`config.mk`:
```
export PLATFORM = sky130hd
export DESIGN_NAME = fetch_pc_stage
export DESIGN_NICKNAME = d
export VERILOG_FILES = /design/src/design/fetch_pkg.sv /design/src/design/btb_pkg.sv /design/src/design/fetch_pc_stage.sv
export SDC_FILE = /design/constraint.sdc
export NUM_CORES = 1
export LEC_CHECK = 0
export BUFFER_PORTS_ARGS = -buffer_cell sky130_fd_sc_hd__buf_2
export CAP_MARGIN = 15
export CORE_MARGIN = 10
export CORE_UTILIZATION = 43
export DETAILED_ROUTE_END_ITERATION = 16
export GPL_TIMING_DRIVEN = 0
export HOLD_SLACK_MARGIN = 0.02
export PLACE_DENSITY = 0.91
export SETUP_SLACK_MARGIN = 0.02
export SYNTH_ARGS = -nofsm -noshare
export SYNTH_HDL_FRONTEND = slang
export SYNTH_SLANG_ARGS = --single-unit
```
`constraint.sdc`:
```
create_clock -name clk -period 3.2 [get_ports clk]
set_input_delay 0.16 -clock clk [delete_from_list [all_inputs] [get_ports clk]]
set_output_delay 0.16 -clock clk [all_outputs]
set_load 0.005 [all_outputs]
```
`src/design/fetch_pkg.sv`:
```
package fetch_pkg;

    // instruction address width used throughout the front end
    localparam int ADDR_BITS = 32;

    // EIP, branch targets and fetch line pointers all share this type
    typedef logic [ADDR_BITS-1:0] addr_t;

    // one fetch covers a 16 byte block
    localparam addr_t FETCH_STEP = 32'd16;

    // per-cycle result handed to the decoder
    //
    // target, fip_e and fip_o are only meaningful while hit is set.
    // They are zero on a miss because the BTB zeroes its read data then.
    typedef struct packed {
        logic  valid;    // packet carries a real fetch
        addr_t eip;      // address this packet was fetched from
        logic  hit;      // BTB predicted a taken branch here
        addr_t target;   // predicted next EIP
        addr_t fip_e;    // even fetch line of the target
        addr_t fip_o;    // odd fetch line of the target
    } fetch_pkt_t;

endpackage

```
`src/design/btb_pkg.sv`:
```
package btb_pkg;

    // direct-mapped table geometry
    localparam int BTB_ENTRIES = 64;
    localparam int INDEX_BITS  = 6;    // EIP[5:0]
    localparam int TAG_BITS    = 26;   // EIP[31:6]

    typedef logic [INDEX_BITS-1:0] btb_index_t;
    typedef logic [TAG_BITS-1:0]   btb_tag_t;

    // data stored per line next to its tag and valid bit
    typedef struct packed {
        fetch_pkg::addr_t target;
        fetch_pkg::addr_t fip_e;
        fetch_pkg::addr_t fip_o;
    } btb_entry_t;

    // one resolved branch on its way into the table
    typedef struct packed {
        logic             valid;   // write strobe
        fetch_pkg::addr_t eip;     // branch address picks line and tag
        btb_entry_t       entry;
    } btb_update_t;

    function automatic btb_index_t index_of(fetch_pkg::addr_t addr);
        return addr[INDEX_BITS-1:0];
    endfunction

    function automatic btb_tag_t tag_of(fetch_pkg::addr_t addr);
        return addr[INDEX_BITS +: TAG_BITS];
    endfunction

endpackage

```
`src/design/fetch_pc_stage.sv`:
```
module fetch_pc_stage (
    input  logic                clk,
    input  logic                rst_n,
    input  logic                stall,
    input  logic                wb_redirect,
    input  fetch_pkg::addr_t    wb_redirect_eip,
    input  fetch_pkg::addr_t    reset_eip,
    input  logic                lookup_hit,
    input  btb_pkg::btb_entry_t lookup_entry,
    output fetch_pkg::addr_t    eip
);

    import fetch_pkg::*;

    addr_t eip_next;
    addr_t eip_seq;

    assign eip_seq = eip + FETCH_STEP;   // fall-through block

    // next-EIP selection
    //
    // A redirect from write-back corrects a wrong path and so beats
    // everything, including a stalled decoder. Otherwise the BTB
    // prediction for the current EIP steers the next fetch.
    always_comb begin
        if (wb_redirect) begin
            eip_next = wb_redirect_eip;      // mispredict or exception fixup
        end else if (stall) begin
            eip_next = eip;                  // decoder not ready
        end else if (lookup_hit) begin
            eip_next = lookup_entry.target;  // predicted taken
        end else begin
            eip_next = eip_seq;
        end
    end

    always_ff @(posedge clk) begin
        if (!rst_n) begin
            eip <= reset_eip;                // boot vector from outside
        end else begin
            eip <= eip_next;
        end
    end

    // EIP feeds the BTB index and the packet, so an X here spreads
    // through the whole front end
    a_eip_known: assert property (
        @(posedge clk) disable iff (!rst_n)
        !$isunknown(eip)
    ) else $error("fetch_pc_stage: EIP is unknown after reset");

endmodule

```
Word level (Yosys, flattened, before mapping)
Cells that the tools add are included.

word-level totals
  bits in read-only memories = 0
  memories = 0
  word-level logic and storage cells = 7
  input port bits = 165
  RAM bits = 0
  output and inout port bits = 32
  flip-flop bits (word level) = 32
  latch bits = 0

cells by class
  order comparisons = 0
  reduce and logical (&&, ||, !) cells = 0
  multiply operators = 0
  bitwise gates (word level) = 0
  divide/modulo/power cells = 0
  shift operators = 0
  muxes and demuxes = 4
  equal/unequal tests = 1
  add/subtract/negate cells = 1

operators by type and width
  kind                                           count
  two-way mux 32 bit                             4
  adder 32 x 5 -> 32 bit, second input constant  1
  != test 3 x 2 -> 1 bit, second input constant  1

Longest topological paths before layout
Gate-level depths: netlist (run 1).

  depth in word-level cells = 5
  depth in mapped cells = 7
  gate-level depth less buffers = 5

Worst setup path before layout (run 1)
Ideal clock, no wire load.

  kind = flip-flop to flip-flop
  start = register eip[17]
  end = register eip[28] (data pin)
  arrival = 1921 ps
  stages on the path, launching flop included = 7
  buffers on the path = 2
  library setup time = 265 ps
  required time = 2935 ps
  period minus slack after synthesis = 2186 ps
  path slack = 1014 ps
  path through = edfxtp_1 -> nand4_2 -> or4_1 -> buf_2 -> buf_6 -> o211a_1 -> or3_1

on the way
  cells in the longest elaborated chain, start to end = 5

RTL lines
  element                   RTL line              text
  start: declaration        fetch_pc_stage.sv:10  output fetch_pkg::addr_t eip
  start signal: assignment  fetch_pc_stage.sv:39  eip <= reset_eip;
  start signal: assignment  fetch_pc_stage.sv:41  eip <= eip_next;
  adder 32 x 5 -> 32 bit    fetch_pc_stage.sv:18  assign eip_seq = eip + FETCH_STEP;
  two-way mux 32 bit        fetch_pc_stage.sv:30  end else if (lookup_hit) begin
  two-way mux 32 bit        fetch_pc_stage.sv:28  end else if (stall) begin
  two-way mux 32 bit        fetch_pc_stage.sv:26  if (wb_redirect) begin
  two-way mux 32 bit        fetch_pc_stage.sv:38  if (!rst_n) begin

Every way passes these cells. The select of a mux whose other input is x is not followed.
A chain may end at the register's enable or synchronous reset.

Worst setup path after layout (run 1)
Same ends and word-level chain as after synthesis.

==> results of run 1 <==
## final timing paths
check	endpoint	cells past startpoint
worst max register to register	eip[28]	6
worst min register to register	eip[31]	2
worst min-delay path	eip[12]	2
worst max-delay path	eip[28]	6
## logic make-up after synthesis
family / Yosys count
and+or+nand+nor: 131
AOI/OAI and AO/OA: 81
DFF: 32
buffers and inverters: 24
xor gates and xnor gates: 8
muxes: 5
adders and majority gates: 1
## power by group
| part | internal [mW] | switching, mW |
|---|---|---|
| clock | 0.152 | 0.166 |
| combinational | 0.157 | 0.169 |
| sequential | 0.520 | 0.0616 |
| total | 0.829 | 0.396 |
## through the flow
| step | std cells | total power, mW | area, um^2 |
|---|---|---|---|
| 2_1_floorplan | 282 | 0.739 | 2500 |
| 3_3_place_gp | 485 | 0.898 | 3240 |
| 3_5_place_dp | 486 | 0.913 | 3260 |
| 4_1_cts | 494 | 1.22 | 3340 |
| 5_1_grt | 494 | 1.28 | 3340 |
| 6_report | 494 | 1.22 | 3340 |
## cell type report
type | instances | share of cell area (%)
repair buffers | 132 | 20.1
multi-input cells | 226 | 42.4
plain buffers | 19 | 3.11
clock inverters | 1 | 0.112
clock buffers | 7 | 2.29
flip-flops and latches | 32 | 28.8
well taps | 72 | 2.70
inverters | 5 | 0.562
## cell usage in the layout, fill, tap and decap left out, types with 5 or more instances in the layout
master      n
clkbuf_8    5
nor2_1     37
a31oi_1     6
a21oi_1     8
nor3_1      6
o21ai_0    13
buf_2     133
edfxtp_1   32
clkbuf_1   13
nand3_1    15
or3_1       9
nand4_1     8
nand2_1    21
nor4_1     11
xnor2_1     8
a221oi_1   17
o22ai_1     9
## routing by layer
layer	vias up	share of wire, %	GRT usage (%)
li1	1406	-	-
met3	19	13	8.48
met5	-	0	0
met1	1415	37	24.4
met4	0	1.7	8.11
met2	193	48	36.3
## worst max-delay path: cells and delay by family, from the launching register on
kind,cells,cell delay (ns)
flip-flops,1,0.52
buffers and inverters,2,0.31
AND/OR/NAND/NOR,3,1.08
AO/OA/AOI/OAI,1,0.22
==> impl_metrics.csv, run 1 <==
group,metric,value,unit
synthesis,synth_top_cell_by_area,"edfxtp_1",
synthesis,synth-xor-area-share,2.80,%
grt,gr-total-overflow,0,
synthesis,syn_area_per_cell,8.86,um^2
sta,fin_ws,0.785,ns
power,vdd_drop_max,255,uV
floorplanning,core,5570,um^2
synthesis,synth_compound_area_share,23.7,%
finish,largest-register,"eip",
finish,multiInputGateArea,1420,um^2
clock_tree,numClockSinks,32,
synthesis,yosys-top-cells-area,"edfxtp_1 38%, a221oi_1 6.0%, nor2_1 5.6%, nand2_1 3.2%, nand3_1 3.0%",
placed_design,hpwl,8.13,mm
clock_tree,ctsResizeCount,0,
status,status,"completed",
finish,top_regs,"eip x32",
sta,period_share,75.5,%
sta,final.setup_skew,0.0133,ns
grt,grt_start_max_net_pins,18,
finish,final.fill_count,516,
critical_path,crit_required,3.23,ns
critical_path,r2r-start,"eip[17]",
synthesis,synthArstFlopShare,0,%
critical_path,slowest_stage,"or4_1",
finish,regArea,961,um^2
route,wirelength,10.2,mm
clock_tree,root_buffer,"clkbuf_8",
synthesis,yosys-mux-area-fraction,2.10,%
critical_path,start_kind,"register",
sta,max_freq,414,MHz
critical_path,cp_slowest_stage_delay,0.55,ns
placed_design,pre_cts_slack,0.702,ns
power,p_per_area,367,nW/um^2
synthesis,synthAdderAreaFrac,0.501,%
route,firstDrtPassIters,5,
floorplanning,num_rows,27,
grt,grt_pass1_wl,15.7,mm
clock_tree,clk_pin_slew,0.08,ns
sta,report.final.setup_viol,0,
synthesis,ys.warnings.count,0,
route,drt.antenna.violating_nets,0,
synthesis,synthCells,282,
critical_path,cp-end-kind,"register",
floorplanning,initial_core_util,44.8,%
synthesis,ys_types,53,
synthesis,synthesis.nets,448,
critical_path,worstPathCellList,"nand4_2 -> or4_1 -> buf_2 -> buf_6 -> o211a_1 -> or3_1",
synthesis,synth-simple-area-share,27.5,%
placed_design,portBuffers,131,
synthesis,synth_common_cells,"37 x nor2_1, 32 x edfxtp_1, 21 x nand2_1",
worst_hold_path,hp-class,"in -> reg",
placed_design,place_congestion,0.908,
clock_tree,clock_latency,0.30,ns
sta,hold-worst-slack,0.168,ns
critical_path,rrSetupSlack,0.78,ns
sta,slew_viol_final,0,
finish,diodes,0,
critical_path,cp_max_fo,10,
finish,final_util,59.9,%
synthesis,netlist_area,2500,um^2
finish,drive_above_1_share,36.3,%
finish,largest_reg_flops,32,
sta,min_period,2.42,ns
sta,max_slew.worst_pin.slew,1.02,ns
synthesis,synth_top_area_share,38.5,%
synthesis,yosys_most_used_dff,"edfxtp_1",
route,wl_per_cell,20.6,um
finish,nNetsFinal,587,
worst_hold_path,hp-start,"reset_eip[12]",
clock_tree,ctsHoldBuffers,0,
route,num_vias,3033,
synthesis,synth.most_common_cell,"nor2_1",
critical_path,setup.worst_path.start,"eip[17]",
route,drt_iter0_drc,274,
synthesis,synth_seq_cells,32,
route,drc_errors,0,
grt,grt_pass1_vias,3198,
synthesis,ys_seq_area_share,38.5,%
clock_tree,h-tree-depth,2,
clock_tree,cts_buffer_depth,2,
sta,max-slew-margin-rel,31.5,%
clock_tree,cts_tree,"done",
power,p_leak,1.39,nW
floorplanning,ioPinCount,197,
synthesis,synth_enable_flop_cells,32,
clock_tree,cts_made_buffers,5,
finish,syn2layout_area_growth,33.7,%
synthesis,synth_top_family_by_area,"simple AND/OR/NAND/NOR gates",
sta,final-hold-violation-count,0,
critical_path,cp.arrival,2.45,ns
grt,grtUsageTotal,21.7,%
floorplanning,fp.dieW,96.2,um
clock_tree,post-cts-setup-buffer-count,0,
route,via_per_inst,6.14,
sta,setup_tns,0,ns
floorplanning,dieHeight,96.2,um
job,maxCapViolations,0,
grt,antenna_found_initial,0,
floorplanning,dieArea,9260,um^2
sta,rsz0062_at_grt,"false",
critical_path,criticalPathCategory,"reg -> reg",
Note: power is estimated with default switching activity, not from simulation.
==> run 2: changes to the inputs <==
- CORE_UTILIZATION: 43 -> 36
- PLACE_DENSITY: 0.91 -> 0.81
- clock period: 3.2 -> 2 ns (I/O delays scaled with it)
==> impl_metrics.csv, run 2 (synthesis gave the netlist of run 1 again) <==
group,metric,value,unit
status,status,"complete, but fails checks",
status,violations,"setup timing",
grt,gr-total-overflow,0,
sta,period_share,104,%
route,firstDrtPassIters,5,
worst_hold_path,hold_depth,3,
floorplanning,num_rows,30,
clock_tree,cts_tree,"done",
placed_design,hpwl,8.19,mm
clock_tree,ctsHoldBuffers,0,
sta,max_slew.worst_pin.slew,1.08,ns
placed_design,place_area,3280,um^2
critical_path,r2r-start,"eip[16]",
sta,fin_ws,-0.0775,ns
route,drt_iter0_drc,207,
finish,largest-register,"eip",
worst_hold_path,hp-class,"in -> reg",
sta,final-hold-violation-count,0,
critical_path,rrSetupSlack,-0.08,ns
grt,grtUsageTotal,20.1,%
critical_path,cp_max_fo,5,
floorplanning,ioPinCount,197,
clock_tree,root_buffer,"clkbuf_8",
job,maxCapViolations,0,
floorplanning,dieArea,10700,um^2
clock_tree,clk_pin_slew,0.07,ns
route,wl_per_cell,20.7,um
power,p_leak,1.60,nW
finish,diodes,0,
critical_path,setup.worst_path.start,"eip[16]",
power,pwr-share-comb,33.0,%
clock_tree,cts_buffer_depth,2,
sta,report.final.setup_viol,4,
finish,largest_reg_flops,32,
critical_path,cp_slowest_stage_delay,0.57,ns
route,drt.antenna.violating_nets,0,
floorplanning,fp.dieW,103,um
route,num_vias,3197,
grt,grt_pass1_wl,16.4,mm
sta,max-slew-margin-rel,27.6,%
sta,max_freq,481,MHz
finish,top_regs,"eip x32",
floorplanning,initial_core_util,37.0,%
sta,final.setup_skew,0.00751,ns
clock_tree,clock_latency,0.29,ns
finish,syn2layout_area_growth,48.4,%
power,pwr-share-seq,43.2,%
power,intPower,1.41,mW
route,via_per_inst,5.99,
power,sw_frac_of_total,32.3,%
worst_hold_path,hp-start,"reset_eip[0]",
power,vdd_drop_max,306,uV
sta,slew_viol_final,0,
critical_path,crit_required,2.03,ns
power,p_per_area,560,nW/um^2
critical_path,cp.arrival,2.10,ns
grt,grt_start_max_net_pins,18,
finish,drive_above_1_share,43.6,%
finish,mostFrequentLayoutCells,"133 x buf_2, 37 x nor2_1, 32 x edfxtp_1",
critical_path,reg2reg_to,"eip[29]",
floorplanning,core,6760,um^2
finish,nNetsFinal,619,
critical_path,rr_worst_depth,5,
clock_tree,cts_made_buffers,5,
placed_design,portBuffers,131,
critical_path,criticalPathCategory,"reg -> reg",
worst_hold_path,whs_endpoint,"eip[0]",
finish,postLayoutCellArea,3710,um^2
route,drc_errors,0,
critical_path,cp-end-kind,"register",
critical_path,slowest_stage,"or4_4",
placed_design,place_congestion,0.883,
power,p_clk_share,23.8,%
critical_path,start_kind,"register",
grt,grt_pass1_vias,3360,
route,wirelength,11.1,mm
clock_tree,h-tree-depth,2,
critical_path,worstPathCellList,"nand4_1 -> or4_4 -> buf_6 -> o211a_1 -> or3_1",
finish,final_common_cell,"buf_2",
clock_tree,numClockSinks,32,
power,power.switching,0.670,mW
grt,antenna_found_initial,0,
sta,min_period,2.08,ns
finish,final_util,54.9,%
floorplanning,dieHeight,103,um
sta,rsz0062_at_grt,"true",
-- run 2: cell types whose count changed in the layout (fill, tap and decap cells not counted), moves of 2 or more --
cell,delta
nand2_2,+2
buf_4,+30
nand3_2,+2
or4_4,+2
nand3_1,-3
or4_1,-2
buf_6,+3
nand2_1,-2
clkbuf_1,-2
-- run 2: power groups by stage --
stage	clock network [mW]	registers [mW]	logic [mW]
floorplan	0	0.931	0.252
global placement	0	0.936	0.508
detailed placement	0	0.944	0.524
CTS	0.494	0.895	0.648
global route	0.528	0.907	0.746
finish	0.495	0.898	0.685
-- run 2: critical path: cells and delay by family, from the launching register on --
kind / cells / cell delay (ns)
flops: 1 / 0.36
compound gates: 1 / 0.21
buf+inv: 1 / 0.16
simple gates: 3 / 1.10
-- run 2: worst max path at each step --
stage,endpoint,slack (ns),cells past startpoint
final,eip[29],-0.08,5
after global routing,eip[29],-0.12,5
after CTS,eip[29],-0.11,6
after detailed placement,eip[23],-0.42,7
after global placement,eip[23],-0.67,6
after floorplan,eip[28],-0.15,6
-- run 2: timing repair --
| action | in CTS | in global routing |
|---|---|---|
| resized for setup | 15 | 10 |
| setup endpoints to repair | 34 | 30 |
| buffers inserted | 27 | 8 |
| pin swaps | 7 | 12 |
-- run 2: stage by stage --
| step | setup WS (ns) | std cells | power (mW) | hold slack (ns) | TNS (ns) |
|---|---|---|---|---|---|
| detailed placement | -0.418 | 494 | 1.47 | 0.409 | -12.41 |
| global route | -0.121 | 534 | 2.18 | 0.123 | -0.429 |
| CTS | -0.106 | 529 | 2.04 | 0.115 | -0.308 |
| floorplan | -0.154 | 282 | 1.18 | 0.298 | -0.480 |
| global placement | -0.670 | 493 | 1.44 | 0.394 | -20.58 |
| finish | -0.0775 | 534 | 2.08 | 0.120 | -0.161 |
-- run 2: final cells by class --
type | count | area (um^2)
clock buffer | 7 | 76.3
fill | 633 | 3050
multi-input combinational | 226 | 1500
buffer | 18 | 101
clock inverter | 1 | 3.75
sequential | 32 | 961
inverter | 5 | 18.8
timing repair buffer | 165 | 942
tap | 80 | 100
-- run 2: per-layer routing --
metal	up-vias	share of wire (%)	global-route usage [%]	wire length [um]
met2	223	47	33.6	5240
met4	0	2.3	8.02	250
li1	1469	-	-	-
met5	-	0	0	0
met3	26	12	6.71	1370
met1	1479	38	23.1	4210
