==> src/design/fetch_pkg.sv <==
package fetch_pkg;

    // instruction address width used throughout the front end
    localparam int ADDR_BITS = 32;

    // EIP, branch targets and fetch line pointers all share this type
    typedef logic [ADDR_BITS-1:0] addr_t;

    // one fetch covers a 16 byte block
    localparam addr_t FETCH_STEP = 32'd16;

    // per-cycle result handed to the decoder
    //
    // target, fip_e and fip_o are only meaningful while hit is set.
    // They are zero on a miss because the BTB zeroes its read data then.
    typedef struct packed {
        logic  valid;    // packet carries a real fetch
        addr_t eip;      // address this packet was fetched from
        logic  hit;      // BTB predicted a taken branch here
        addr_t target;   // predicted next EIP
        addr_t fip_e;    // even fetch line of the target
        addr_t fip_o;    // odd fetch line of the target
    } fetch_pkt_t;

endpackage

==> src/design/btb_pkg.sv <==
package btb_pkg;

    // direct-mapped table geometry
    localparam int BTB_ENTRIES = 64;
    localparam int INDEX_BITS  = 6;    // EIP[5:0]
    localparam int TAG_BITS    = 26;   // EIP[31:6]

    typedef logic [INDEX_BITS-1:0] btb_index_t;
    typedef logic [TAG_BITS-1:0]   btb_tag_t;

    // data stored per line next to its tag and valid bit
    typedef struct packed {
        fetch_pkg::addr_t target;
        fetch_pkg::addr_t fip_e;
        fetch_pkg::addr_t fip_o;
    } btb_entry_t;

    // one resolved branch on its way into the table
    typedef struct packed {
        logic             valid;   // write strobe
        fetch_pkg::addr_t eip;     // branch address picks line and tag
        btb_entry_t       entry;
    } btb_update_t;

    function automatic btb_index_t index_of(fetch_pkg::addr_t addr);
        return addr[INDEX_BITS-1:0];
    endfunction

    function automatic btb_tag_t tag_of(fetch_pkg::addr_t addr);
        return addr[INDEX_BITS +: TAG_BITS];
    endfunction

endpackage

==> src/design/fetch_predict_stage.sv <==
module fetch_predict_stage (
    input  logic                  clk,
    input  logic                  rst_n,
    input  logic                  stall,
    input  fetch_pkg::addr_t      eip,
    input  logic                  lookup_hit,
    input  btb_pkg::btb_entry_t   lookup_entry,
    output fetch_pkg::fetch_pkt_t fetch_out
);

    import fetch_pkg::*;
    import btb_pkg::*;

    logic       valid_q;
    addr_t      eip_q;
    logic       hit_q;
    btb_entry_t entry_q;

    // valid comes up with the first accepted fetch and stays up
    always_ff @(posedge clk) begin
        if (!rst_n) begin
            valid_q <= 1'b0;
        end else if (!stall) begin
            valid_q <= 1'b1;
        end
    end

    always_ff @(posedge clk) begin
        if (!stall) begin
            eip_q   <= eip;
            hit_q   <= lookup_hit;
            entry_q <= lookup_entry;   // already zero on a miss
        end
    end

    assign fetch_out = '{
        valid:  valid_q,
        eip:    eip_q,
        hit:    hit_q,
        target: entry_q.target,
        fip_e:  entry_q.fip_e,
        fip_o:  entry_q.fip_o
    };

endmodule

==> config.mk <==
export PLATFORM = sky130hd
export DESIGN_NAME = fetch_predict_stage
export DESIGN_NICKNAME = d
export VERILOG_FILES = /design/src/design/fetch_pkg.sv /design/src/design/btb_pkg.sv /design/src/design/fetch_predict_stage.sv
export SDC_FILE = /design/constraint.sdc
export NUM_CORES = 1
export LEC_CHECK = 0
export ABC_AREA = 1
export BUFFER_PORTS_ARGS = -buffer_cell sky130_fd_sc_hd__buf_2
export CAP_MARGIN = 25
export CORE_UTILIZATION = 28
export DETAILED_ROUTE_END_ITERATION = 6
export HOLD_SLACK_MARGIN = 0.08
export PLACE_DENSITY_LB_ADDON = 0.2
export SLEW_MARGIN = 10
export SYNTH_ARGS = -nofsm -noshare
export SYNTH_HDL_FRONTEND = slang
export SYNTH_SLANG_ARGS = --single-unit
==> constraint.sdc <==
create_clock -name clk -period 4.2 [get_ports clk]
set_input_delay 0.63 -clock clk [delete_from_list [all_inputs] [get_ports clk]]
set_output_delay 0.63 -clock clk [all_outputs]
set_load 0.01 [all_outputs]
---- Word level (Yosys, flattened, before mapping) ----
Cells that the tools add are included.
word-level totals
  output and inout port bits .............. 130
  flip-flop bits (word level) ............. 130
  bits of input ports ..................... 132

---- Logic depth before layout (Yosys ltp) ----
Gate-level depths: netlist of run 1.
  word-level depth ........................ 0
  mapped depth ............................ 2
  depth with buffers taken out ............ 2

---- Least setup slack after synthesis of run 1 ----
No wires, ideal clock.
  path kind ............................... input -> register
  start ................................... input stall
  end ..................................... register eip_q[0], enable pin
  setup time .............................. 0.481 ns
  stages on the path ...................... 1
  path slack .............................. 0.598 ns
  data arrival time ....................... 3.121 ns
  data required time ...................... 3.719 ns
  path buffers ............................ 0
  cell sequence ........................... inv_1
RTL lines
  element                 RTL line                   source
  start: declaration      fetch_predict_stage.sv:4   input logic stall,
  end signal: assignment  fetch_predict_stage.sv:30  eip_q <= eip;
  end: declaration        fetch_predict_stage.sv:15  addr_t eip_q;
No word-level cell between the ends.

---- Worst setup path after layout of run 1 ----
  start ................................... input stall
  end ..................................... register entry_q, in the netlist fetch_out[69], enable pin
RTL lines
  element                 RTL line                   source
  end signal: assignment  fetch_predict_stage.sv:32  entry_q <= lookup_entry;
  end: declaration        fetch_predict_stage.sv:17  btb_entry_t entry_q;
No word-level cell between the ends.

==> reports/metrics.cfg, run 1 <==
[final_layout]
area_growth_pct=52.0
num-nets-final=547
register_area_um2=3890
utilization_pct=44.4
multi_input_area_um2=8.76
antenna_cells=0
fillers=1238
drive_above_1_share_pct=67.1
stdcell_count=602

[route]
wire_per_inst_um=14.0
wl_mm=8.41
drcViolationCount=0
drt_pass1_iterations=4
viasPerCell=3.97
detail-route-antenna-nets=0
num_vias=2390
drtIter0Drc=85

[floorplan]
fp.coreArea_um2=13500
start_util_pct=29.2
core.rowCount=42
fp.dieH_um=120
die_area_um2=14500
ios=262
chipWidth_um=120

[pwr]
leakage_nw=2.57
p_per_area_nw_per_um2=513
vdd_drop_max_uv=413

[clock_tree]
cts_tree=built
clk_latency_ps=410
clk_pin_slew_ps=50
ctsResizeCount=0
cts_setup_buffers=0
cts_sinks=130
htreeDepth=4
hold_buffers=0
cts_buffer_depth=2
cts-buffers-inserted=17
cts_root_buf=clkbuf_16

[worst_setup_path]
reg2reg_setup_slack_ps=3670
end_kind=register
critical_path_required_ps=4260
path_class=input port to register
arrival_ps=1780
startpoint_type=input port
crit_fanout=67

[yosys]
synth_warnings=0
syn_nets=268
avgSynthCellArea_um2=28.9
syn_area_um2=3930
synth_top_area_share_pct=98.6
ys_top_cells_by_area=edfxtp_1 99%, dfxtp_1 0.51%, buf_4 0.38%
syn_inst=136
synth_top_area_cell=edfxtp_1
synth-seq-cells=130
synth_cell_types=5
synth-seq-area-share_pct=99.1

[placed_design]
place_hpwl_mm=6.25
io_buffers=261
gp_congestion=0.725
pre_cts_slack_ps=2070
dp.cells=572

[timing]
setup_tns_ps=0
worst_slew_pin_slew_ps=757
drv_slew=0
finalHoldViolCount=0
min_period_over_period_pct=40.9
setup_viol_count_final=0
slew_headroom_pct=49.5
rsz0062_at_grt=false
skew_ps=0
whs_ps=393
fin_crit_ps=1720
clock.fmax_ghz=0.582
worst_slack_ps=2480

[global_routing]
grt_pass1_vias=2510
grt-ovfl-total=0
antenna_found_initial=0
grt_pass1_wl_mm=12.2
grt_usage_pct=11.8
grt_max_degree=68

[hold_path]
hp-class=input port to register

[run_status]
status=finished clean

[run]
cap_violations=0

[routing by layer]
| layer | track usage [%] | up-vias | part of all wire (%) |
|---|---|---|---|
| li1 | - | 1105 | - |
| met1 | 11.5 | 1092 | 36 |
| met2 | 19.3 | 182 | 49 |
| met3 | 7.45 | 11 | 14 |
| met4 | 6.33 | 0 | 1.8 |
| met5 | 0 | - | 0 |
[logic make-up (layout without fill, tap and decap cells)]
group	count (synthesis)	count (layout)	synth area share, %
AOI/OAI and AO/OA	1	1	0.223
buffers and inverters	5	295	0.669
DFF	130	130	99.1
[power breakdown]
group / internal, mW / leakage (nW) / switching (mW)
registers: 1.54 / 1.27 / 0.0226
logic: 0.108 / 1.05 / 0.130
clock network: 0.792 / 0.246 / 0.469
[registers in the layout (all words and copies together) (netlist names)]
signal	count
valid_q	1
fetch_out	96
eip_q	32
hit_q	1
[worst max-delay path, cell delays in order]
cell	delay, ps
buf_2	130
inv_4	530
buf_12	380
[cell type report]
type,instances,area share [%]
flip-flops and latches,130,65.2
repair buffers,262,22.2
clock buffers,21,7.38
well taps,176,3.69
clock inverters,9,1.13
inverters,3,0.231
multi-input cells,1,0.147
[cell usage after synthesis]
| cell type | number |
|---|---|
| edfxtp_1 | 129 |
| inv_1 | 3 |
| buf_4 | 2 |
| a21oi_2 | 1 |
| dfxtp_1 | 1 |
[through the flow]
step,total power [mW],instance area (um^2)
after global routing,3.19,5970
after CTS,3.12,5970
final,3.07,5970
after detailed placement,1.84,5460
after global placement,1.83,5460
after floorplan,1.68,3930
[cell usage in the layout (no fill, tap or decap), drive strengths merged]
cell type  count
clkbuf        21
clkinv         7
inv            3
edfxtp       129
bufinv         1
buf          262
a21oi          1
dfxtp          1
clkinvlp       1
[path summary, 6_finish.rpt]
| kind | startpoint | endpoint | cells after the start |
|---|---|---|---|
| worst max-delay path | stall | fetch_out[69]$_DFFE_PN_ | 3 |
| worst min register to register | valid_q$_SDFFE_PN0N_ | valid_q$_SDFFE_PN0N_ | 2 |
| worst min-delay path | eip[0] | eip_q[0]$_DFFE_PN_ | 1 |
| worst max register to register | valid_q$_SDFFE_PN0N_ | valid_q$_SDFFE_PN0N_ | 2 |
(Power assumes the default switching activity.)
==> run 2: changes to the inputs <==
--- a/config.mk
+++ b/config.mk
@@ -5,7 +5,7 @@
 export SDC_FILE = /design/constraint.sdc
 export NUM_CORES = 1
 export LEC_CHECK = 0
-export ABC_AREA = 1
+export ABC_AREA = 0
 export BUFFER_PORTS_ARGS = -buffer_cell sky130_fd_sc_hd__buf_2
 export CAP_MARGIN = 25
 export CORE_UTILIZATION = 28
==> constraint.sdc (replaced) <==
create_clock -name clk -period 1.8 [get_ports clk]
set_input_delay 0.27 -clock clk [delete_from_list [all_inputs] [get_ports clk]]
set_output_delay 0.27 -clock clk [all_outputs]
set_load 0.01 [all_outputs]
==> run 2 against run 1 <==
  * Synthesized cell count fell by 1.5%
  * The flow now stops in clock tree synthesis (4_1_cts)
  * Area after synthesis fell by 0.22%
==> reports/metrics.cfg, run 2 <==
[yosys]
ys_top_cells_by_area=edfxtp_1 99%, dfxtp_1 0.51%, buf_4 0.38%
synth_warnings=0  ; unchanged
synth_edf_count=129  ; unchanged
avgSynthCellArea_um2=29.3  ; +1.3%
syn_area_um2=3920  ; -0.22%
synth_most_common_cell=edfxtp_1
ys.flop_type=edfxtp_1
synthTopCellsByCount=129 x edfxtp_1, 2 x buf_4, 1 x dfxtp_1, 1 x inv_1, 1 x o21a_1
synth_top_area_share_pct=98.8  ; +0.22 points
syn_inst=134  ; -1.5%
synth-seq-cells=130  ; unchanged
synth_cell_types=5  ; unchanged
synthArstFlopShare_pct=0  ; unchanged
syn_nets=266  ; -0.75%
synth_top_area_cell=edfxtp_1
synth-seq-area-share_pct=99.3  ; +0.22 points

[floorplan]
ios=262  ; unchanged
start_util_pct=29.1  ; -0.065 points
fp.dieH_um=120  ; -0.11%
chipWidth_um=120  ; -0.11%
core.rowCount=42  ; unchanged

[placed_design]
placed_area_um2=5480  ; +0.23%
dp.cells=571  ; -0.17%
pre_cts_slack_ps=617  ; -1460 ps
io_buffers=261  ; unchanged
gp_congestion=0.723  ; -0.23%

[clock_tree]
cts_sinks=130  ; unchanged
cts_buffer_depth=2  ; unchanged
cts_setup_buffers=0  ; unchanged
ctsResizeCount=0  ; unchanged
cts-buffers-inserted=17  ; unchanged
cts_root_buf=clkbuf_16
hold_buffers=121  ; +121
htreeDepth=4  ; unchanged

[run_status]
stop_stage=clock tree synthesis (4_1_cts)
error=[ERROR RSZ-0060] Max buffer count reached.
status=did not finish

-- run 2: through the flow --
stage	util (%)	hold slack [ps]
floorplan	-	369
global placement	40.7	433
detailed placement	40.7	448
-- run 2: cell families after synthesis --
family          synth area share [%]
flops                           99.3
compound gates                 0.192
buf+inv                        0.479
==> run 3: changes to the inputs <==
--- a/config.mk
+++ b/config.mk
@@ -8,10 +8,9 @@
 export ABC_AREA = 0
 export BUFFER_PORTS_ARGS = -buffer_cell sky130_fd_sc_hd__buf_2
 export CAP_MARGIN = 25
-export CORE_UTILIZATION = 28
+export CORE_UTILIZATION = 20
 export DETAILED_ROUTE_END_ITERATION = 6
-export HOLD_SLACK_MARGIN = 0.08
-export PLACE_DENSITY_LB_ADDON = 0.2
+export PLACE_DENSITY_LB_ADDON = 0.15
 export SLEW_MARGIN = 10
 export SYNTH_ARGS = -nofsm -noshare
 export SYNTH_HDL_FRONTEND = slang
==> run 3 against run 2 <==
  * The flow now finishes without violations
  * Synthesized cell count stayed put
  * Area after synthesis stayed put
==> reports/metrics.cfg, run 3 <==
[worst_setup_path]
worst-path-buf-inv=1
cp_slowest_cell=edfxtp_1
crit_fanout=1
cp_cell_sequence=buf_2
critical_path_required_ps=1530
end_kind=output pin
arrival_ps=940
path_class=register to output pin
cp_slowest_stage_delay_ps=370
startpoint_type=register
crit_family=flip-flops

[hold_path]
hp-class=input port to register

[final_layout]
fillers=1882
antenna_cells=0
multi_input_area_um2=7.51
utilization_pct=32.3
drive_above_1_share_pct=68.2
largest_reg_flops=96
num-nets-final=548
register_area_um2=3890
final_common_cell=buf_2
mostFrequentLayoutCells=261 x buf_2, 129 x edfxtp_1, 17 x clkbuf_16
area_growth_pct=56.4

[global_routing]
grt_max_degree=84
grt_pass1_wl_mm=14.1
grt_busiest_layer=met2
antenna_found_initial=1
grt_usage_pct=9.81
grt-ovfl-total=0
grt_util_met3_pct=6.19
use_met1_pct=9.94
grtUsageMet2_pct=15.7
grt_pass1_vias=2549

[route]
drt_pass1_iterations=3
detail-route-antenna-nets=0
drcViolationCount=0
viasPerCell=3.48
num_vias=2391
wl_mm=9.91
wire_per_inst_um=14.4
drtIter0Drc=79

[clock_tree]
cts_root_buf=clkbuf_16
cts_sinks=130  ; unchanged
cts_tree=built
cts_buffer_depth=2  ; unchanged
clk_latency_ps=400
cts-buffers-inserted=17  ; unchanged
clk_pin_slew_ps=60
htreeDepth=4  ; unchanged

[floorplan]
chipWidth_um=142  ; +18%
die_area_um2=20200
ios=262  ; unchanged
fp.coreArea_um2=19000
fp.dieH_um=142  ; +18%
core.rowCount=50  ; +19%
start_util_pct=20.7  ; -8.5 points

[timing]
min_period_over_period_pct=67.0
worst_slew_pin_slew_ps=485
drv_slew=0
worst_slack_ps=594
whs_ps=32.9
skew_ps=0
clock.fmax_ghz=0.829
fin_crit_ps=1210
setup_viol_count_final=0
slew_headroom_pct=67.7
finalHoldViolCount=0
rsz0062_at_grt=false

[pwr]
cellInternalPower_mw=5.62
clkPwrFrac_pct=42.1
pwr-share-seq_pct=49.9
p_comb_share_pct=8.0
vdd_drop_max_uv=609
leakage_nw=2.58
p_per_area_nw_per_um2=1190
switchingPower_mw=1.68
switching_share_pct=23.0

[placed_design]
pre_cts_slack_ps=517  ; -99.8 ps
gp_congestion=0.718  ; -0.77%
place_hpwl_mm=7.39
io_buffers=261  ; unchanged

[run]
cap_violations=0

[yosys]
synth_top_area_cell=edfxtp_1
synthArstFlopShare_pct=0  ; unchanged
syn_nets=266  ; unchanged
ys.flop_type=edfxtp_1
synth-seq-cells=130  ; unchanged
ys_top_cells_by_area=edfxtp_1 99%, dfxtp_1 0.51%, buf_4 0.38%
synth_top_area_share_pct=98.8  ; unchanged
synthTopCellsByCount=129 x edfxtp_1, 2 x buf_4, 1 x dfxtp_1, 1 x inv_1, 1 x o21a_1
synth_edf_count=129  ; unchanged
syn_inst=134  ; unchanged
synth-seq-area-share_pct=99.3  ; unchanged
synth_most_common_cell=edfxtp_1
synth_cell_types=5  ; unchanged
avgSynthCellArea_um2=29.3  ; unchanged
synth_warnings=0  ; unchanged
syn_area_um2=3920  ; unchanged

[run_status]
status=finished clean

==> run 3: cell type report <==
type | instances | share of cell area (%)
flip-flops and latches | 130 | 63.5
repair buffers | 265 | 22.3
clock buffers | 17 | 6.94
well taps | 260 | 5.31
clock inverters | 14 | 1.73
multi-input cells | 1 | 0.122
inverters | 1 | 0.122
==> run 3: repair_timing <==
| item | 4_1_cts | 5_1_grt |
|---|---|---|
| gates resized for setup | 0 | 0 |
| endpoints found under the setup margin | 0 | 0 |
| buffers inserted | 0 | 0 |
| hold endpoints to repair | 0 | 2 |
| hold buffers | 0 | 2 |
==> run 3: metrics by stage <==
step	TNS [ps]	instance area, um^2	instances	total power [mW]
finish	0	6130	688	7.30
global route	0	6130	688	7.62
CTS	0	6110	686	7.45
detailed placement	0	5580	655	4.30
global placement	0	5580	655	4.30
floorplan	-94310	3920	134	3.91
==> run 3: final timing paths <==
check	start	endpoint	slack, ps	cells after the start
max	fetch_out[27]$_DFFE_PN_	fetch_out[27]	590	1
min	lookup_entry[1]	fetch_out[1]$_DFFE_PN_	30	1
max reg2reg	valid_q$_SDFFE_PN0N_	valid_q$_SDFFE_PN0N_	1230	1
min reg2reg	valid_q$_SDFFE_PN0N_	valid_q$_SDFFE_PN0N_	460	1
==> run 3: layer usage <==
| metal | vias up | part of all wire (%) | wire [um] |
|---|---|---|---|
| met5 | - | 0 | 0 |
| met4 | 0 | 1.9 | 187 |
| met3 | 12 | 12 | 1200 |
| met2 | 162 | 49 | 4840 |
| met1 | 1110 | 37 | 3690 |
| li1 | 1107 | - | - |
==> run 3: power by group through the flow <==
stage | logic, mW | registers, mW | clock network, mW
5_1_grt | 0.628 | 3.67 | 3.32
3_5_place_dp | 0.593 | 3.71 | 0
4_1_cts | 0.592 | 3.65 | 3.21
3_3_place_gp | 0.592 | 3.71 | 0
6_report | 0.581 | 3.65 | 3.08
2_1_floorplan | 0.0478 | 3.86 | 0
==> run 3: cell families after synthesis <==
| kind of cell | Yosys count | synth area share (%) |
|---|---|---|
| AO/OA/AOI/OAI | 1 | 0.192 |
| buffers and inverters | 3 | 0.479 |
| flip-flops | 130 | 99.3 |
==> run 4: changes to the inputs <==
==> constraint.sdc (replaced) <==
create_clock -name clk -period 1.1 [get_ports clk]
set_input_delay 0.165 -clock clk [delete_from_list [all_inputs] [get_ports clk]]
set_output_delay 0.165 -clock clk [all_outputs]
set_load 0.01 [all_outputs]
==> run 4 against run 3 <==
  * The flow now finishes with violations (negative setup slack)
  * Design area up 25%
  * Hold slack improved by 190 ps
  * Critical path depth unchanged
  * Sequential share of layout area decreased by 13 points
  * Critical endpoint is now fetch_out[104]
  * Combinational power is 140% higher
  * Highest routed layer unchanged
  * Die area is the same
  * Sequential cell count unchanged
==> reports/metrics.cfg, run 4 (synthesized netlist as in run 3, its figures left out) <==
[run_status]
status=complete, but fails checks
violations=negative setup slack

[route]
drcViolationCount=0  ; unchanged
viasPerCell=3.48  ; about the same
detail-route-antenna-nets=0  ; unchanged
wl_mm=11.2  ; +13%
drt_pass1_iterations=4  ; +1
drtIter0Drc=69  ; -13%
num_vias=2858  ; +20%
wire_per_inst_um=13.6  ; -5.4%

[timing]
slew_headroom_pct=88.0  ; +20 points
rsz0062_at_grt=true
finalHoldViolCount=0  ; unchanged
worst_slew_pin_slew_ps=181  ; -304 ps
min_period_over_period_pct=101
clock.fmax_ghz=0.897
drv_slew=0  ; unchanged
worst_slack_ps=-15.1  ; -609 ps
skew_ps=0  ; unchanged
setup_viol_count_final=10  ; +10
fin_crit_ps=1120

[final_layout]
multi_input_area_um2=7.51  ; unchanged
num-nets-final=681  ; +24%
largest_reg_flops=96  ; unchanged
utilization_pct=40.3  ; +8.0 points
fillers=1735  ; -7.8%
final_common_cell=buf_2
drive_above_1_share_pct=52.8  ; -15 points
antenna_cells=0  ; unchanged
area_growth_pct=94.9
mostFrequentLayoutCells=256 x buf_2, 130 x dlygate4sd3_1, 129 x edfxtp_1
register_area_um2=3890  ; unchanged

[global_routing]
use_met1_pct=10.9  ; +0.96 points
grt_usage_pct=11.4  ; +1.5 points
grtUsageMet2_pct=19.7  ; +4.0 points
grt_util_met3_pct=6.09  ; -0.10 points
grt-ovfl-total=0  ; unchanged
grt_busiest_layer=met2
grt_pass1_wl_mm=16.5  ; +17%
grt_pass1_vias=3199  ; +26%
grt_max_degree=32  ; -62%
antenna_found_initial=0  ; -1

[worst_setup_path]
startpoint_type=register
critical_path_required_ps=940  ; -590 ps
cp_slowest_stage_delay_ps=380  ; about the same
reg2reg_to=valid_q$_SDFFE_PN0N_
cp.depth=1  ; unchanged
end_kind=output pin
cp_slowest_cell=edfxtp_1
arrival_ps=950  ; about the same
crit_family=flip-flops
worst-path-buf-inv=1  ; unchanged
reg2reg_setup_slack_ps=520  ; -710 ps
path_class=register to output pin
rr_worst_depth=1  ; unchanged
cp_cell_sequence=buf_2
crit_fanout=1  ; unchanged
crit_path_end=fetch_out[104]
crit_start=eip_q[7]$_DFFE_PN_
r2r_start=valid_q$_SDFFE_PN0N_

[placed_design]
pre_cts_slack_ps=45.3  ; -471 ps
gp_congestion=0.735  ; +2.5%
io_buffers=261  ; unchanged
place_hpwl_mm=7.81  ; +5.8%

[pwr]
p_per_area_nw_per_um2=1760  ; +48%
leakage_nw=3.22  ; +25%
vdd_drop_max_uv=1180  ; +93%

[floorplan]
chipWidth_um=142  ; unchanged
ios=262  ; unchanged
start_util_pct=20.7  ; unchanged
fp.dieH_um=142  ; unchanged
fp.coreArea_um2=19000  ; unchanged
die_area_um2=20200  ; unchanged
core.rowCount=50  ; unchanged

[clock_tree]
cts_buffer_depth=2  ; unchanged
cts-buffers-inserted=17  ; unchanged
cts_setup_buffers=0  ; unchanged
cts_sinks=130  ; unchanged
htreeDepth=4  ; unchanged
cts_tree=built
clk_latency_ps=400  ; about the same
cts_root_buf=clkbuf_16
clk_pin_slew_ps=60  ; about the same

[hold_path]
hp-class=input port to register

[run]
cap_violations=0  ; unchanged

## run 4: cell types whose count changed in the layout (fill, tap and decap cells not counted), sizes merged
cell         before  now
bufinv            0    5
clkbuf           17   19
dlygate4sd3       2  130
inv               6    1
buf             263  268
clkinvlp          4    3
## run 4: final cells by class
type                            count  share of cell area, %
Clock buffer                       19                   5.67
Clock inverter                     13                   2.72
Inverter                            1                 0.0982
Multi-Input combinational cell      1                 0.0982
Sequential cell                   130                   51.0
Tap cell                          260                   4.26
Timing Repair Buffer              398                   36.2
## run 4: how the worst min path moves through the flow
stage | slack [ps] | endpoint | start | cells after the start
2_1_floorplan | 260 | eip_q[0]$_DFFE_PN_ | eip[0] | 0
3_3_place_gp | 340 | eip_q[7]$_DFFE_PN_ | eip[7] | 1
3_5_place_dp | 340 | eip_q[7]$_DFFE_PN_ | eip[7] | 1
4_1_cts | 210 | fetch_out[44]$_DFFE_PN_ | stall | 3
5_1_grt | 210 | fetch_out[44]$_DFFE_PN_ | stall | 3
6_report | 230 | fetch_out[44]$_DFFE_PN_ | stall | 3
## run 4: power breakdown
group	switching, mW	leakage [nW]	internal, mW
Combinational	0.600	1.64	0.768
Clock	2.11	0.303	4.02
Sequential	0.0925	1.27	5.88
Total	2.81	3.22	10.7
## run 4: routing by layer
| layer | part of all wire [%] | vias up |
|---|---|---|
| li1 | - | 1374 |
| met1 | 37 | 1310 |
| met2 | 51 | 161 |
| met3 | 10 | 13 |
| met4 | 1.9 | 0 |
| met5 | 0 | - |
## run 4: repair_timing
item,CTS,global route
setup endpoints to repair,103,129
hold buffers,130,0
endpoints found under the hold margin,130,0
gates resized for setup,0,6
## run 4: metrics by stage
step	power, mW	setup TNS (ps)	hold slack (ps)	cell area [um^2]	cells
3_3_place_gp	7.09	0	341	5670	660
3_5_place_dp	7.08	0	343	5670	660
5_1_grt	14.0	-4020	211	7640	822
6_report	13.5	-53.5	225	7640	822
4_1_cts	13.7	-1610	207	7610	822
2_1_floorplan	6.39	-171660	264	3920	134
